[config.mk]
export PLATFORM = sky130hd
export DESIGN_NAME = fetchUnit
export DESIGN_NICKNAME = d
export VERILOG_FILES = /design/src/source/fetchPkg.sv /design/src/source/stageReg.sv /design/src/source/pcGen.sv /design/src/source/busTimer.sv /design/src/source/fetchCtrl.sv /design/src/source/fetchUnit.sv
export SDC_FILE = /design/constraint.sdc
export NUM_CORES = 1
export LEC_CHECK = 0
export BUFFER_PORTS_ARGS = -buffer_cell sky130_fd_sc_hd__buf_2
export CAP_MARGIN = 30
export CORE_UTILIZATION = 55
export DETAILED_ROUTE_END_ITERATION = 7
export PLACE_DENSITY_LB_ADDON = 0.1
export SLEW_MARGIN = 20
export SYNTH_ARGS = -nofsm -noshare
export SYNTH_HDL_FRONTEND = slang
export SYNTH_SLANG_ARGS = --single-unit
[constraint.sdc]
create_clock -name clk -period 4.98 [get_ports clk]
set_clock_uncertainty 0.1 [all_clocks]
set_input_delay 0.498 -clock clk [delete_from_list [all_inputs] [get_ports clk]]
set_output_delay 0.498 -clock clk [all_outputs]
set_load 0.02 [all_outputs]
[src/source/fetchPkg.sv]
package fetchPkg;

	// mips cause register exception codes used by the fetch stage.
	localparam logic [4:0] excNone = 5'd0;
	localparam logic [4:0] excAdel = 5'd4;
	localparam logic [4:0] excIbe = 5'd6;

	// item between the pc generator and the fetch stage.
	typedef struct packed {
		logic valid;
		logic [31:0] pc;
		logic exception;
		logic [4:0] excCode;
	} pfT;

	// item handed from fetch to decode.
	typedef struct packed {
		logic valid;
		logic [31:0] pc;
		logic [31:0] instr;
		logic exception;
		logic [4:0] excCode;
	} idT;

	// wishbone classic read-only master request.
	typedef struct packed {
		logic cyc;
		logic stb;
		logic [31:0] adr;
	} wbReqT;

	// wishbone classic slave response.
	typedef struct packed {
		logic ack;
		logic err;
		logic [31:0] dat;
	} wbRspT;

	// empty pipeline slots, loaded on reset and flush.
	localparam pfT pfEmpty = '{
		valid: 1'b0,
		pc: 32'h0,
		exception: 1'b0,
		excCode: excNone
	};

	localparam idT idEmpty = '{
		valid: 1'b0,
		pc: 32'h0,
		instr: 32'h0,
		exception: 1'b0,
		excCode: excNone
	};

endpackage

[src/source/stageReg.sv]
`timescale 1ns/10ps

module stageReg #(
	parameter type payloadT = logic [31:0],
	parameter payloadT ResetValue = '0
) (
	input logic clk,
	input logic rstN,
	input logic wr,
	input logic flush,
	input payloadT d,
	output payloadT q
);

	// flush has priority over a write, so a redirect always empties the slot.
	always_ff @(posedge clk or negedge rstN) begin
		if (!rstN) begin
			q <= ResetValue;
		end
		else if (flush) begin
			q <= ResetValue;
		end
		else if (wr) begin
			q <= d;
		end
	end

endmodule

[src/source/pcGen.sv]
`timescale 1ns/10ps

module pcGen #(
	parameter logic [31:0] ResetPc = 32'hbfc00000
) (
	input logic clk,
	input logic rstN,
	input logic redirect,
	input logic [31:0] redirectPc,
	input logic pcAdvance,
	output fetchPkg::pfT pfNext
);

	logic [31:0] pc;
	logic misaligned;

	// a redirect overrides the sequential step.
	always_ff @(posedge clk or negedge rstN) begin
		if (!rstN) begin
			pc <= ResetPc;
		end
		else if (redirect) begin
			pc <= redirectPc;
		end
		else if (pcAdvance) begin
			pc <= pc + 32'd4;
		end
	end

	// instruction words must be word aligned.
	assign misaligned = |pc[1:0];

	always_comb begin
		pfNext = fetchPkg::pfEmpty;
		pfNext.valid = 1'b1;
		pfNext.pc = pc;
		if (misaligned) begin
			pfNext.exception = 1'b1;
			pfNext.excCode = fetchPkg::excAdel;
		end
	end

endmodule

[src/source/busTimer.sv]
`timescale 1ns/10ps

module busTimer #(
	parameter int MaxWait = 16
) (
	input logic clk,
	input logic rstN,
	input logic timerRun,
	output logic timeout
);

	localparam int CntW = $clog2(MaxWait + 1);

	// strobe cycles already spent without an answer.
	logic [CntW-1:0] count;

	always_ff @(posedge clk or negedge rstN) begin
		if (!rstN) begin
			count <= '0;
		end
		else if (!timerRun) begin
			count <= '0;
		end
		else begin
			count <= count + 1'b1;
		end
	end

	// fires in the last of MaxWait strobe cycles so cyc drops right after it.
	assign timeout = timerRun && (count == CntW'(MaxWait - 1));

	// the count reaches MaxWait only in the cycle after a timeout.
	countBound: assert property (@(posedge clk) disable iff (!rstN)
		count <= CntW'(MaxWait));

	// the master must abandon the cycle once the timer has fired.
	stopAfterTimeout: assert property (@(posedge clk) disable iff (!rstN)
		timeout |=> !timerRun);

endmodule

[src/source/fetchCtrl.sv]
`timescale 1ns/10ps

module fetchCtrl (
	input logic clk,
	input logic rstN,
	input fetchPkg::pfT ifItem,
	input logic redirect,
	input logic idReady,
	input logic idValid,
	output fetchPkg::wbReqT wbReq,
	input fetchPkg::wbRspT wbRsp,
	input logic timeout,
	output logic timerRun,
	output logic pfWr,
	output logic pcAdvance,
	output fetchPkg::idT idNext,
	output logic idWr,
	output logic flush
);

	typedef enum logic [1:0] {
		idle,
		bus,
		drain
	} stateT;

	stateT state;
	stateT stateNext;

	logic idFree;
	logic answer;
	logic startBus;
	logic ifDone;
	logic idLoad;
	fetchPkg::idT idItemNew;

	// the decode slot is free if empty or handing its item over this cycle.
	assign idFree = !idValid || idReady;

	// any of these closes the open bus cycle.
	assign answer = wbRsp.ack || wbRsp.err || timeout;

	always_comb begin
		stateNext = state;
		startBus = 1'b0;
		ifDone = 1'b0;
		idLoad = 1'b0;
		idItemNew = fetchPkg::idEmpty;
		idItemNew.valid = 1'b1;
		idItemNew.pc = ifItem.pc;
		case (state)
			idle: begin
				if (ifItem.valid && !redirect && idFree) begin
					if (ifItem.exception) begin
						// bad address, goes to decode without touching the bus.
						idLoad = 1'b1;
						ifDone = 1'b1;
						idItemNew.exception = 1'b1;
						idItemNew.excCode = ifItem.excCode;
					end
					else begin
						startBus = 1'b1;
						stateNext = bus;
					end
				end
			end
			bus: begin
				if (redirect) begin
					stateNext = answer ? idle : drain;
				end
				else if (answer) begin
					stateNext = idle;
					idLoad = 1'b1;
					ifDone = 1'b1;
					if (wbRsp.ack) begin
						idItemNew.instr = wbRsp.dat;
					end
					else begin
						idItemNew.exception = 1'b1;
						idItemNew.excCode = fetchPkg::excIbe;
					end
				end
			end
			drain: begin
				// the answer belongs to a flushed item and is dropped.
				if (answer) begin
					stateNext = idle;
				end
			end
			default: begin
				stateNext = idle;
			end
		endcase
	end

	always_ff @(posedge clk or negedge rstN) begin
		if (!rstN) begin
			state <= idle;
			wbReq <= '0;
		end
		else begin
			state <= stateNext;
			if (startBus) begin
				wbReq.cyc <= 1'b1;
				wbReq.stb <= 1'b1;
				wbReq.adr <= ifItem.pc;
			end
			else if (state != idle && answer) begin
				wbReq.cyc <= 1'b0;
				wbReq.stb <= 1'b0;
			end
		end
	end

	assign timerRun = wbReq.stb;

	// the fetch slot refills when empty or when its item has been used.
	assign pfWr = !ifItem.valid || ifDone;
	assign pcAdvance = pfWr && !redirect;

	// the decode slot clears after a transfer unless a new item arrives.
	assign idWr = idLoad || (idValid && idReady);
	assign idNext = idLoad ? idItemNew : fetchPkg::idEmpty;

	assign flush = redirect;

	stbHasCyc: assert property (@(posedge clk) disable iff (!rstN)
		wbReq.stb |-> wbReq.cyc);

	// a waiting strobe keeps its address until ack, err or timeout.
	adrStable: assert property (@(posedge clk) disable iff (!rstN)
		wbReq.stb && !answer |=> wbReq.stb && $stable(wbReq.adr));

endmodule

[src/source/fetchUnit.sv]
`timescale 1ns/10ps

module fetchUnit #(
	parameter logic [31:0] ResetPc = 32'hbfc00000,
	parameter int MaxWait = 16
) (
	input logic clk,
	input logic rstN,
	output fetchPkg::wbReqT wbReq,
	input fetchPkg::wbRspT wbRsp,
	input logic redirect,
	input logic [31:0] redirectPc,
	output fetchPkg::idT idItem,
	input logic idReady
);

	fetchPkg::pfT pfNext;
	fetchPkg::pfT ifItem;
	fetchPkg::idT idNext;
	logic pfWr;
	logic idWr;
	logic flush;
	logic pcAdvance;
	logic timerRun;
	logic timeout;

	pcGen #(
		.ResetPc(ResetPc)
	) pcGen_inst (
		.clk(clk),
		.rstN(rstN),
		.redirect(redirect),
		.redirectPc(redirectPc),
		.pcAdvance(pcAdvance),
		.pfNext(pfNext)
	);

	// prefetch to fetch.
	stageReg #(
		.payloadT(fetchPkg::pfT),
		.ResetValue(fetchPkg::pfEmpty)
	) pfStage (
		.clk(clk),
		.rstN(rstN),
		.wr(pfWr),
		.flush(flush),
		.d(pfNext),
		.q(ifItem)
	);

	fetchCtrl fetchCtrl_inst (
		.clk(clk),
		.rstN(rstN),
		.ifItem(ifItem),
		.redirect(redirect),
		.idReady(idReady),
		.idValid(idItem.valid),
		.wbReq(wbReq),
		.wbRsp(wbRsp),
		.timeout(timeout),
		.timerRun(timerRun),
		.pfWr(pfWr),
		.pcAdvance(pcAdvance),
		.idNext(idNext),
		.idWr(idWr),
		.flush(flush)
	);

	busTimer #(
		.MaxWait(MaxWait)
	) busTimer_inst (
		.clk(clk),
		.rstN(rstN),
		.timerRun(timerRun),
		.timeout(timeout)
	);

	// fetch to decode.
	stageReg #(
		.payloadT(fetchPkg::idT),
		.ResetValue(fetchPkg::idEmpty)
	) idStage (
		.clk(clk),
		.rstN(rstN),
		.wr(idWr),
		.flush(flush),
		.d(idNext),
		.q(idItem)
	);

endmodule

==> reports/metrics.csv <==
stage;metric;value;unit
synth;cell taking the most area after synthesis;dfrtp_1;
synth;ys flop type;dfrtp_1;
worst_setup_path;Worst EP arrival;3.56;ns
drt;DR WL/cell;17.5;um
clocking;CTS Buf Count;17;
synth;Cells after Synth;628;
timing;Period Utilization, post-route;66.3;%
synth;synth unique cells;57;
global_route;initial antenna violation count;0;
drt;Met1 Routed Length;7700;um
drt;Final ANT Viol Nets;0;
outcome;failing checks;negative hold slack;
synth;top cell type's share of synthesized area;56.4;%
floorplanning;Die Span Y;117;um
floorplanning;die area;13700;sq um
final_layout;Nets;850;
synth;count of warnings emitted by yosys;0;
clocking;Clock Sinks;173;
drt;Highest Signal Layer;met4;
timing;Setup TNS;0;ns
worst_setup_path;CP max FO;46;
floorplanning;row count;41;
timing;Slew Viols, Final;0;
drt;wire length on met2;7770;um
global_route;largest net degree at the start of global routing;77;
power;leak pwr;4.41;nW
final_layout;area grow syn2layout;20.5;%
clocking;Worst-Skew Late Latency;0.42;ns
worst_setup_path;crit path launch;busTimer_inst.count[0]$_DFF_PN0_;
worst_setup_path;Reg2Reg Launch Point;busTimer_inst.count[0]$_DFF_PN0_;
synth;FF+latch count, synth;173;
timing;RSZ-0062 raised after global routing;false;
placed_design;Port Buffers;171;
clocking;post-CTS sizing;0;
clocking;hold_buf cts;0;
clocking;number of H-tree levels;4;
worst_setup_path;Startpoint Class;flip-flop;
min_path;Hold Crit Class;in -> async;
drt;DRC;0;
final_layout;layout cells sized above 1;33.9;%
clocking;CTS tree;done;
power;Final Power;3.63;mW
global_route;first-pass GRT wire length;26400;um
timing;Achievable Freq;303;MHz
synth;Synth Cell Area;7270;sq um
drt;vias;5504;
timing;Final Setup Violations;0;
final_layout;diodes inserted;0;
clocking;post-CTS setup buffers;0;
clocking;Clk Tree Root Cell;clkbuf_16;
synth;Seq/Total Area, Yosys;59.7;%
job;MaxCap Viol Count;0;
drt;drt first pass iters;5;
floorplanning;chip width;117;um
power;Worst VDD drop;0.183;mV
timing;Slew headroom;42.3;%
worst_setup_path;R2R cell count;9;
worst_setup_path;endpoint class of the critical path;flip-flop;
outcome;status;complete, but fails checks;
synth;Post-synth EDFFs;0;
placed_design;routability congestion estimate;0.894;
power;pwr dens;415;nW/um^2
floorplanning;initial cell density of the core;56.9;%
drt;DR iter-0 viols;381;
drt;routed wire length;16800;um
drt;Vias/cell;5.74;
drt;WL met3;1080;um
timing;crit path time final;3.30;ns
synth;Post-synth ARST share;100;%
global_route;total global routing overflow;0;
worst_setup_path;Reg2Reg Capture Point;idStage.q[45]$_DFFE_PN0P_;
synth;Synth area leaders;dfrtp_1, a22o_1, mux2_2, nand2_1, dfstp_2;
floorplanning;core area;12800;sq um
placed_design;Final HPWL DP;11400;um
worst_setup_path;Setup CP Type;reg -> reg;
clocking;Reg clk slew, reported paths;0.06;ns
worst_setup_path;Required @ worst endpoint;5.24;ns
timing;Fin Hold WS;-0.0104;ns
synth;Synth Area per Inst;11.6;sq um
global_route;Total GRT Usage;25.7;%
worst_setup_path;R2R Setup Slk;1.68;ns
floorplanning;I/O pins;175;
clocking;clk buf depth;2;
global_route;vias in the first global route;5017;
timing;Tightest Pin Transition;0.866;ns
timing;Hold Vio Cnt, Final;10;
worst max-delay path by stage:
| stage | endpoint | slack [ns] | cells past startpoint |
|---|---|---|---|
| floorplan | pfStage.q[21]$_DFFE_PN0P_ | 2.31 | 11 |
| global placement | idStage.q[42]$_DFFE_PN0P_ | 1.82 | 9 |
| detailed placement | idStage.q[69]$_DFFE_PN0P_ | 1.72 | 9 |
| CTS | idStage.q[69]$_DFFE_PN0P_ | 1.66 | 9 |
| global route | idStage.q[51]$_DFFE_PN0P_ | 1.50 | 9 |
| finish | idStage.q[45]$_DFFE_PN0P_ | 1.68 | 9 |
routing by layer:
metal  vias up  global-route usage, %
met5         -                      0
met4         0                   9.70
met3        17                   4.94
met2       231                   39.3
met1      2712                   36.8
li1       2544                      -
logic make-up after synthesis:
family | after synthesis | synth area share, %
AOI/OAI and AO/OA | 147 | 15.9
DFF | 173 | 59.7
muxes | 37 | 5.68
adders and majority gates | 3 | 0.516
other | 1 | 0.0516
and+or+nand+nor | 187 | 12.3
buffers and inverters | 63 | 3.85
xor gates and xnor gates | 17 | 2.05
synthesized netlist by cell type (8+ instances only):
cell      count
nand2_1      97
xnor2_1      16
dfstp_2       9
buf_4         8
mux2_2       34
a31oi_1      10
nand3_1      28
a311oi_1     12
dfrtp_1     164
a22o_1       64
o21ai_0      25
inv_1         9
clkbuf_1     39
nor2_1       13
nand4_1       9
through the flow:
stage | hold WS [ns] | area (sq um) | worst slack [ns] | utilization [%] | cells
3_5_place_dp | 0.355 | 8200 | 1.72 | 64.2 | 930
4_1_cts | 0.0151 | 8770 | 1.66 | 68.6 | 959
6_report | -0.0104 | 8770 | 1.68 | 68.6 | 959
5_1_grt | 0.0320 | 8770 | 1.50 | 68.6 | 959
3_3_place_gp | 0.346 | 8200 | 1.82 | 64.2 | 930
2_1_floorplan | 0.102 | 7280 | 2.31 | - | 630
state kept, by name (all words and copies together), names as in the netlist:
signal,flops
busTimer_inst.count,5
fetchCtrl_inst.state,2
fetchCtrl_inst.timerRun,1
fetchCtrl_inst.wbReq,32
idStage.q,67
pcGen_inst.pc,32
pfStage.q,34
cell type report:
cell class	count	area [sq um]
tap	172	215
timing repair buffer	182	945
sequential	173	4340
multi-input combinational	394	2670
clock inverter	7	90.1
clock buffer	22	474
inverter	9	33.8
fill	936	4010
placed cells by master, fill, tap and decap left out, drive strengths merged, types with 4 or more instances in the layout:
cell      n
dfrtp   164
a22o     64
nor2b     7
buf     182
clkbuf   22
a311oi   13
a21oi     4
o31ai     7
nor3      4
and4      5
nand4    10
mux2     34
and2      4
and3      6
a31oi    10
xnor2    16
nand3    28
inv       9
nand2    97
nor2     13
o21ai    26
dfstp     9
worst max-delay path, cell delays in order, from the launching register on:
cell and delay, ns:
dfrtp_1 0.39, ha_1 0.22, and3_1 0.19, ha_1 0.18, a211o_1 0.35, nand2_1 0.10, buf_4 0.28, and3_2 0.81
buf_4 0.40, a22o_1 0.19
where the power goes:
part	switching [mW]	total [mW]	leakage [nW]	internal, mW
Sequential	0.150	1.73	2.26	1.58
Clock	0.506	1.27	0.274	0.767
Combinational	0.378	0.627	1.88	0.249
Power figures use the tool's default switching activity.
